**config.mk**
```make
export PLATFORM = sky130hd
export DESIGN_NAME = mipsCore
export DESIGN_NICKNAME = d
export VERILOG_FILES = /design/src/rtl/mipsCtrlPkg.sv /design/src/rtl/mipsIsaPkg.sv /design/src/rtl/mipsAlu.sv /design/src/rtl/mipsCore.sv /design/src/rtl/mipsDecoder.sv /design/src/rtl/mipsPcUnit.sv /design/src/rtl/mipsRegFile.sv /design/src/rtl/mipsWriteback.sv
export VERILOG_INCLUDE_DIRS = /design/src /design/src/rtl
export SDC_FILE = /design/constraint.sdc
export NUM_CORES = 2
export LEC_CHECK = 0
export BUFFER_PORTS_ARGS = -buffer_cell sky130_fd_sc_hd__buf_4
export CAP_MARGIN = 20
export CORE_MARGIN = 2
export CORE_UTILIZATION = 50
export DETAILED_ROUTE_END_ITERATION = 16
export PLACE_DENSITY = 0.7
export SLEW_MARGIN = 5
export SYNTH_ARGS = -nofsm -noshare
export SYNTH_HDL_FRONTEND = slang
export SYNTH_HIERARCHICAL = 1
export SYNTH_SLANG_ARGS = --single-unit
```
**constraint.sdc**
```tcl
create_clock -name clk -period 7.54 [get_ports clk]
set_input_delay 1.131 -clock clk [delete_from_list [all_inputs] [get_ports clk]]
set_output_delay 1.131 -clock clk [all_outputs]
set_load 0.1 [all_outputs]
```
**src/rtl/mipsCore_config.svh**
```systemverilog
// core-wide constants for the single-cycle MIPS core
// data memory is word addressed, so byte offsets are dropped before MIPS_DMEM_AW
`ifndef MIPS_CORE_CONFIG_SVH
`define MIPS_CORE_CONFIG_SVH

// fetch starts here once rst is released
`define MIPS_RESET_PC 32'h0000_0000

// word-address bits handed to the external data memory
`define MIPS_DMEM_AW 7

// jal link target ($ra)
`define MIPS_LINK_REG 5'd31

`endif

```
**src/rtl/mipsCtrlPkg.sv**
```systemverilog
// control word shared by decoder, ALU, PC unit and writeback
`default_nettype none

package mipsCtrlPkg;

  // ALU function, aluNone forces a zero result
  typedef enum logic [2:0] {
    aluAdd  = 3'd0,
    aluSub  = 3'd1,
    aluAnd  = 3'd2,
    aluOr   = 3'd3,
    aluSlt  = 3'd4,
    aluNone = 3'd5
  } aluOpE;

  // which register index receives the result
  typedef enum logic [1:0] {
    destRt   = 2'd0,
    destRd   = 2'd1,
    destLink = 2'd2
  } wrDestE;

  typedef struct packed {
    aluOpE  aluOp;
    logic   aluSrcImm;  // opB from sign-extended imm
    logic   regWrite;
    wrDestE wrDest;
    logic   memToReg;   // load data onto write port
    logic   memRead;
    logic   memWrite;
    logic   branch;     // beq, taken on ALU zero
    logic   jump;       // j / jal pseudo-direct
    logic   jumpReg;    // jr
    logic   link;       // write pcPlus8
  } ctrlT;

endpackage

`default_nettype wire

```
**src/rtl/mipsIsaPkg.sv**
```systemverilog
// instruction encodings for the supported MIPS subset only
// funct names carry an fn prefix since and/or are reserved words
`default_nettype none

package mipsIsaPkg;

  // ==========================================================================
  // primary opcode, bits 31:26
  // ==========================================================================
  typedef enum logic [5:0] {
    rType = 6'h00,
    j     = 6'h02,
    jal   = 6'h03,
    beq   = 6'h04,
    lw    = 6'h23,
    sw    = 6'h2b
  } opcodeE;

  // r-type function, bits 5:0
  typedef enum logic [5:0] {
    fnJr  = 6'h08,
    fnAdd = 6'h20,
    fnSub = 6'h22,
    fnAnd = 6'h24,
    fnOr  = 6'h25,
    fnSlt = 6'h2a
  } functE;

  // r-type view of the word
  // i-type imm and j-type target overlay the low fields
  typedef struct packed {
    opcodeE     opcode;
    logic [4:0] rs;
    logic [4:0] rt;
    logic [4:0] rd;
    logic [4:0] shamt;
    functE      funct;
  } instrT;

endpackage

`default_nettype wire

```
**src/rtl/mipsAlu.sv**
```systemverilog
// execute stage, no overflow trap on add/sub
// zero is raw here, only the PC unit qualifies it with branch
`timescale 1ns/100ps
`default_nettype none

module mipsAlu (
  input  logic [31:0]        opA,
  input  logic [31:0]        opB,
  input  mipsCtrlPkg::aluOpE aluOp,
  output logic [31:0]        result,
  output logic               zero
);

  // signed compare for slt
  logic lessThan;

  assign lessThan = $signed(opA) < $signed(opB);

  always_comb begin
    case (aluOp)
      mipsCtrlPkg::aluAdd: result = opA + opB;
      mipsCtrlPkg::aluSub: result = opA - opB;
      mipsCtrlPkg::aluAnd: result = opA & opB;
      mipsCtrlPkg::aluOr:  result = opA | opB;
      mipsCtrlPkg::aluSlt: result = {31'd0, lessThan};
      // aluNone and anything undefined
      default:             result = 32'd0;
    endcase
  end

  // beq equality via sub
  assign zero = (result == 32'd0);

endmodule

`default_nettype wire

```
**src/rtl/mipsCore.sv**
```systemverilog
// single-cycle MIPS top, imem/dmem external and must answer in the same cycle
// memAddr is a word address; the low two byte bits are dropped
`timescale 1ns/100ps
`default_nettype none
`include "mipsCore_config.svh"

module mipsCore (
  input  logic                     clk,
  input  logic                     rst,
  output logic [31:0]              instrAddr,
  input  logic [31:0]              instr,
  output logic [`MIPS_DMEM_AW-1:0] memAddr,
  output logic [31:0]              memWrData,
  output logic                     memWe,
  output logic                     memRe,
  input  logic [31:0]              memRdData,
  output logic                     rfWrEn,
  output logic [4:0]               rfWrAddr,
  output logic [31:0]              rfWrData
);

  // ==========================================================================
  // internal nets
  // ==========================================================================
  mipsIsaPkg::instrT instrW;
  mipsCtrlPkg::ctrlT ctrl;
  logic [31:0]       imm;
  logic [31:0]       rsData;
  logic [31:0]       rtData;
  logic [31:0]       aluOpB;
  logic [31:0]       aluResult;
  logic              aluZero;
  logic [31:0]       pcPlus8;

  assign instrW = instr;

  // ==========================================================================
  // decode and operand fetch
  // ==========================================================================
  mipsDecoder i_mipsDecoder (.instr(instrW), .ctrl(ctrl), .imm(imm));

  mipsRegFile i_mipsRegFile (
    .clk(clk), .rst(rst), .wrEn(rfWrEn), .wrAddr(rfWrAddr), .wrData(rfWrData),
    .rdAddrA(instrW.rs), .rdAddrB(instrW.rt), .rdDataA(rsData), .rdDataB(rtData)
  );

  // ==========================================================================
  // execute, next PC, result
  // ==========================================================================
  // imm for lw/sw, rt otherwise
  assign aluOpB = ctrl.aluSrcImm ? imm : rtData;

  mipsAlu i_mipsAlu (
    .opA(rsData), .opB(aluOpB), .aluOp(ctrl.aluOp), .result(aluResult), .zero(aluZero)
  );

  mipsPcUnit i_mipsPcUnit (
    .clk(clk), .rst(rst), .ctrl(ctrl), .zero(aluZero), .imm(imm),
    .jumpField(instr[25:0]), .rsData(rsData), .pc(instrAddr), .pcPlus8(pcPlus8)
  );

  mipsWriteback i_mipsWriteback (
    .ctrl(ctrl), .aluResult(aluResult), .memRdData(memRdData), .rt(instrW.rt),
    .rd(instrW.rd), .pcPlus8(pcPlus8), .wrEn(rfWrEn), .wrAddr(rfWrAddr),
    .wrData(rfWrData), .memWe(memWe), .memRe(memRe)
  );

  // word address out of the byte address
  assign memAddr   = aluResult[`MIPS_DMEM_AW+1:2];
  assign memWrData = rtData;

endmodule

`default_nettype wire

```
**src/rtl/mipsDecoder.sv**
```systemverilog
// combinational decode, unknown encodings become a no-op (no writes, aluNone)
`timescale 1ns/100ps
`default_nettype none

module mipsDecoder (
  input  mipsIsaPkg::instrT  instr,
  output mipsCtrlPkg::ctrlT  ctrl,
  output logic [31:0]        imm
);

  // i-type immediate, sign extended
  assign imm = {{16{instr[15]}}, instr[15:0]};

  always_comb begin
    // safe defaults, nothing written
    ctrl        = '0;
    ctrl.aluOp  = mipsCtrlPkg::aluNone;
    ctrl.wrDest = mipsCtrlPkg::destRt;

    case (instr.opcode)
      mipsIsaPkg::rType: begin
        ctrl.wrDest = mipsCtrlPkg::destRd;
        ctrl.regWrite = 1'b1;
        case (instr.funct)
          mipsIsaPkg::fnAdd: ctrl.aluOp = mipsCtrlPkg::aluAdd;
          mipsIsaPkg::fnSub: ctrl.aluOp = mipsCtrlPkg::aluSub;
          mipsIsaPkg::fnAnd: ctrl.aluOp = mipsCtrlPkg::aluAnd;
          mipsIsaPkg::fnOr:  ctrl.aluOp = mipsCtrlPkg::aluOr;
          mipsIsaPkg::fnSlt: ctrl.aluOp = mipsCtrlPkg::aluSlt;
          mipsIsaPkg::fnJr: begin
            // register jump, no write-back
            ctrl.regWrite = 1'b0;
            ctrl.jumpReg  = 1'b1;
          end
          default: ctrl.regWrite = 1'b0;
        endcase
      end
      mipsIsaPkg::lw: begin
        // addr = rs + imm
        ctrl.aluOp     = mipsCtrlPkg::aluAdd;
        ctrl.aluSrcImm = 1'b1;
        ctrl.regWrite  = 1'b1;
        ctrl.memToReg  = 1'b1;
        ctrl.memRead   = 1'b1;
      end
      mipsIsaPkg::sw: begin
        ctrl.aluOp     = mipsCtrlPkg::aluAdd;
        ctrl.aluSrcImm = 1'b1;
        ctrl.memWrite  = 1'b1;
      end
      mipsIsaPkg::beq: begin
        // compare by subtraction, zero flag decides
        ctrl.aluOp  = mipsCtrlPkg::aluSub;
        ctrl.branch = 1'b1;
      end
      mipsIsaPkg::j: ctrl.jump = 1'b1;
      mipsIsaPkg::jal: begin
        ctrl.jump     = 1'b1;
        ctrl.link     = 1'b1;
        ctrl.regWrite = 1'b1;
        ctrl.wrDest   = mipsCtrlPkg::destLink;
      end
      default: ;
    endcase
  end

endmodule

`default_nettype wire

```
**src/rtl/mipsPcUnit.sv**
```systemverilog
// PC register and next-PC select, no delay slot
// priority is jr, then j/jal, then taken beq, then pc + 4
`timescale 1ns/100ps
`default_nettype none
`include "mipsCore_config.svh"

module mipsPcUnit (
  input  logic              clk,
  input  logic              rst,
  input  mipsCtrlPkg::ctrlT ctrl,
  input  logic              zero,
  input  logic [31:0]       imm,
  input  logic [25:0]       jumpField,
  input  logic [31:0]       rsData,
  output logic [31:0]       pc,
  output logic [31:0]       pcPlus8
);

  logic [31:0] pcPlus4;
  logic [31:0] branchTarget;
  logic [31:0] jumpTarget;
  logic [31:0] nextPc;

  assign pcPlus4      = pc + 32'd4;
  assign pcPlus8      = pc + 32'd8;  // jal link value
  assign branchTarget = pcPlus4 + {imm[29:0], 2'b00};
  // pseudo-direct, stays in current 256 MB region
  assign jumpTarget   = {pcPlus4[31:28], jumpField, 2'b00};

  always_comb begin
    if (ctrl.jumpReg)                 nextPc = rsData;
    else if (ctrl.jump)               nextPc = jumpTarget;
    else if (ctrl.branch && zero)     nextPc = branchTarget;
    else                              nextPc = pcPlus4;
  end

  always_ff @(posedge clk or negedge rst) begin
    if (!rst) pc <= `MIPS_RESET_PC;
    else      pc <= nextPc;
  end

endmodule

`default_nettype wire

```
**src/rtl/mipsRegFile.sv**
```systemverilog
// 32 x 32 GPRs, two async read ports, one write port at posedge clk
// r0 reads as zero; writes to it are dropped
`timescale 1ns/100ps
`default_nettype none

module mipsRegFile (
  input  logic        clk,
  input  logic        rst,
  input  logic        wrEn,
  input  logic [4:0]  wrAddr,
  input  logic [31:0] wrData,
  input  logic [4:0]  rdAddrA,
  input  logic [4:0]  rdAddrB,
  output logic [31:0] rdDataA,
  output logic [31:0] rdDataB
);

  logic [31:0] regs [32];

  // async clear of the whole file
  always_ff @(posedge clk or negedge rst) begin
    if (!rst) begin
      for (int i = 0; i < 32; i++) begin
        regs[i] <= 32'd0;
      end
    end else if (wrEn && (wrAddr != 5'd0)) begin
      regs[wrAddr] <= wrData;
    end
  end

  // read ports, r0 hardwired
  assign rdDataA = (rdAddrA == 5'd0) ? 32'd0 : regs[rdAddrA];
  assign rdDataB = (rdAddrB == 5'd0) ? 32'd0 : regs[rdAddrB];

endmodule

`default_nettype wire

```
**src/rtl/mipsWriteback.sv**
```systemverilog
// result stage, picks register destination and data, drives memory strobes
// strobes are active-high levels for the current instruction only
`timescale 1ns/100ps
`default_nettype none
`include "mipsCore_config.svh"

module mipsWriteback (
  input  mipsCtrlPkg::ctrlT ctrl,
  input  logic [31:0]       aluResult,
  input  logic [31:0]       memRdData,
  input  logic [4:0]        rt,
  input  logic [4:0]        rd,
  input  logic [31:0]       pcPlus8,
  output logic              wrEn,
  output logic [4:0]        wrAddr,
  output logic [31:0]       wrData,
  output logic              memWe,
  output logic              memRe
);

  // destination index
  always_comb begin
    case (ctrl.wrDest)
      mipsCtrlPkg::destRd:   wrAddr = rd;
      mipsCtrlPkg::destLink: wrAddr = `MIPS_LINK_REG;
      default:               wrAddr = rt;
    endcase
  end

  // link beats load beats ALU
  assign wrData = ctrl.link ? pcPlus8 : (ctrl.memToReg ? memRdData : aluResult);
  assign wrEn   = ctrl.regWrite;
  assign memWe  = ctrl.memWrite;
  assign memRe  = ctrl.memRead;

endmodule

`default_nettype wire

```
==> flow_metrics.tcl <==
set metrics [dict create \
    synth_nets 5435 \
    gp_congestion 1.02 \
    place_ws_ns -0.350 \
    p_sw_frac 0.331 \
    synth_flop_cell "dfrtp_1" \
    yosysSeqAreaShare 0.402 \
    clkSinkCount 1056 \
    drt_pass1_iterations 5 \
    p_comb_frac 0.266 \
    place_area_mm2 0.0750 \
    vdd_drop_max_uv 214 \
    internal_power_mw 10.8 \
    wl_um 246000 \
    detail_route.wl_per_cell_um 32.1 \
    fin_ws_ns 0.0315 \
    cp-start-kind "primary input" \
    drtIter0Drc 6312 \
    netlist_top_cells_count "1056 x dfrtp_1, 1049 x mux2_2, 448 x mux4_2, 268 x clkbuf_1, 225 x nand2_1" \
    powerDensity_mw_per_mm2 201 \
    ys_seq_elements 1056 \
    top_layer_used "met5" \
    antenna_cells 0 \
    max_slew.worst_pin.slew_ns 1.18 \
    grt_pass1_wl_um 355000 \
    fin_nets 6051 \
    critPathKind "primary input to output port" \
    clk_path_buf_depth 3 \
    wl_met1_um 94200 \
    hold_viol 0 \
    timing.rr.end "i_mipsPcUnit/pc[19]" \
    die_x_um 367 \
    rr_startpoint "i_mipsRegFile/regs[640]" \
    drive_gt1_frac 0.511 \
    die_h_um 367 \
    clk_pin_slew_ns 0.06 \
    htreeDepth 3 \
    grt_max_degree 164 \
    die_area_mm2 0.134 \
    ios 177 \
    synth.distinct_cells 99 \
    core-area_mm2 0.131 \
    start_util 0.502 \
    antenna_found_initial 4 \
    cts_buffers 109 \
    dr_total_vias 51700 \
    drc_errors 0 \
    crit_path_start "instr[21]" \
    io_buffer_count 176 \
    cp_max_fo 9 \
    cts_tree "built" \
    cp-end-kind "output port" \
    fin_crit_ns 7.51 \
    p_clk_frac 0.367 \
    syn_avg_cell_area_um2 12.6 \
    syn_inst 5222 \
    power_switching_mw 5.36 \
    design_area_mm2 0.0804 \
    synth_top_area_frac 0.402 \
    yosys_warnings 6 \
    drv_cap 0 \
    reg2reg_slack_ns 0.85 \
    max_freq_ghz 0.133 \
    hold_path_depth 0 \
    slew_violations 0 \
    synth_edf_count 0 \
    clock_skew_ns 0.0596 \
    wl_met3_um 29200 \
    p_leak_nw 37.1 \
    synth_most_common_cell "dfrtp_1" \
    rows 133 \
    hold_class "flop to flop" \
    grt_usage 0.359 \
    dpl.hpwl_um 166000 \
    min_from "i_mipsRegFile/regs[1022]" \
    yosys-top-cells-area "dfrtp_1 40%, mux2_2 18%, mux4_2 15%, ha_1 2.7%, mux2i_1 2.7%" \
    via_per_inst 6.73 \
    met2WireLength_um 109000 \
    grt_pass1_vias 51300 \
    outcome "completed" \
    relSlewSlack 0.211 \
    rr_worst_depth 25 \
    power_frac_seq 0.366 \
    cp.required_ns 6.41 \
    async_reset_ff_frac 1.00 \
    synth_top_area_cell "dfrtp_1" \
    antenna_left 0 \
    cts_hold_buf 0 \
    syn_area_mm2 0.0658 \
    clock_latency_ns 0.77 \
    area.growth.synth_to_final_pct 22.4 \
    root_buffer "clkbuf_16" \
    fin_crit_sh 0.996 \
    crit_arrival_ns 6.38 \
    grt_overflow 0 \
    finalSetupViolCount 0 \
    holdPathEnd "i_mipsRegFile/regs[1022]" \
]
## area by class of cell
class / instances / area (um^2)
fill: 9996 / 50500
clock buffer: 156 / 3240
inverter: 113 / 430
sequential: 1056 / 26400
multi-input combinational: 3494 / 37700
clock inverter: 43 / 699
tap: 1755 / 2200
timing repair buffer: 1064 / 9730
## what timing repair did
| item | 4_1_cts | 5_1_grt |
|---|---|---|
| gates cloned | 0 | 7 |
| setup buffers | 11 | 45 |
| setup endpoints to repair | 10 | 20 |
| pin swaps | 8 | 33 |
| resized for setup | 43 | 134 |
## power by group through the flow
stage	Combinational, mW	Clock, mW	Sequential [mW]
final	4.32	5.95	5.94
after global routing	4.54	6.22	5.94
after CTS	4.14	5.99	5.93
after detailed placement	4.10	0	6.03
after global placement	4.08	0	6.03
after floorplan	2.07	0	6.45
## critical path: stages
cell	delay, ns
buf_8	0.18
buf_12	0.17
or4_4	0.17
buf_4	0.13
buf_4	0.29
o21ai_0	0.24
a311oi_1	0.75
inv_1	0.19
ha_4	0.32
buf_4	0.15
nor2_4	0.10
nand2_2	0.09
a31oi_4	0.23
o211ai_1	0.17
a21o_1	0.23
or4_4	0.49
a311oi_2	0.30
xor2_1	0.11
o21ai_1	0.17
mux2i_2	0.13
o21ai_4	0.35
buf_12	0.22
## cells in the final DEF, fill, tap and decap left out, types with 23 or more instances in the layout
master	count
a311oi_4	29
xor2_1	29
clkbuf_16	118
a22oi_1	60
xnor2_1	58
nor2b_1	79
buf_4	922
clkbuf_8	29
a21oi_1	113
a21o_1	23
o211ai_1	28
a211oi_1	75
o21ai_1	35
a311oi_1	27
nand2_1	213
a221oi_1	48
nor2_1	110
mux2i_1	173
o21ai_2	27
mux2_2	1049
nor3_1	44
ha_1	129
dfrtp_1	1056
o21ai_0	157
nand3_1	42
buf_12	102
inv_1	103
nor2_4	25
mux4_2	448
mux2_4	30
## how the worst max path moves through the flow
stage / endpoint / slack [ns] / depth (start not counted)
after global routing: rfWrData[30] / -0.04 / 23
final: rfWrData[30] / 0.03 / 22
after detailed placement: rfWrData[27] / -0.35 / 24
after floorplan: rfWrData[31] / -0.14 / 21
after global placement: i_mipsPcUnit/pc[19] / -0.38 / 29
after CTS: rfWrData[29] / -0.05 / 26
## sequential cells by signal (all words and copies together) (netlist names)
signal              flops
i_mipsRegFile/regs   1024
i_mipsPcUnit/pc        32
## per-layer routing
| metal | vias to the layer above | global-route usage |
|---|---|---|
| met2 | 3179 | 0.539 |
| met1 | 26700 | 0.481 |
| met5 | - | 0 |
| met3 | 728 | 0.101 |
| met4 | 2 | 0.173 |
| li1 | 21100 | - |
## metrics by stage
stage          TNS, ns  total power [mW]   util  std cells  hold slack [ns]
6_report             0              16.2  0.614       7681            0.398
5_1_grt        -0.0669              16.7  0.614       7681            0.412
4_1_cts        -0.0555              16.1  0.605       7630            0.397
3_5_place_dp     -6.93              10.1  0.573       7420            0.382
3_3_place_gp     -6.71              10.1  0.573       7420            0.376
2_1_floorplan   -0.151              8.51      -       5222            0.441
## cells by family after synthesis
| group | synth area share |
|---|---|
| AOI/OAI and AO/OA | 0.0878 |
| xor gates and xnor gates | 0.0121 |
| muxes | 0.368 |
| adders and majority gates | 0.0283 |
| buffers and inverters | 0.0483 |
| and+or+nand+nor | 0.0531 |
| DFF | 0.402 |
Power figures use the tool's default switching activity.
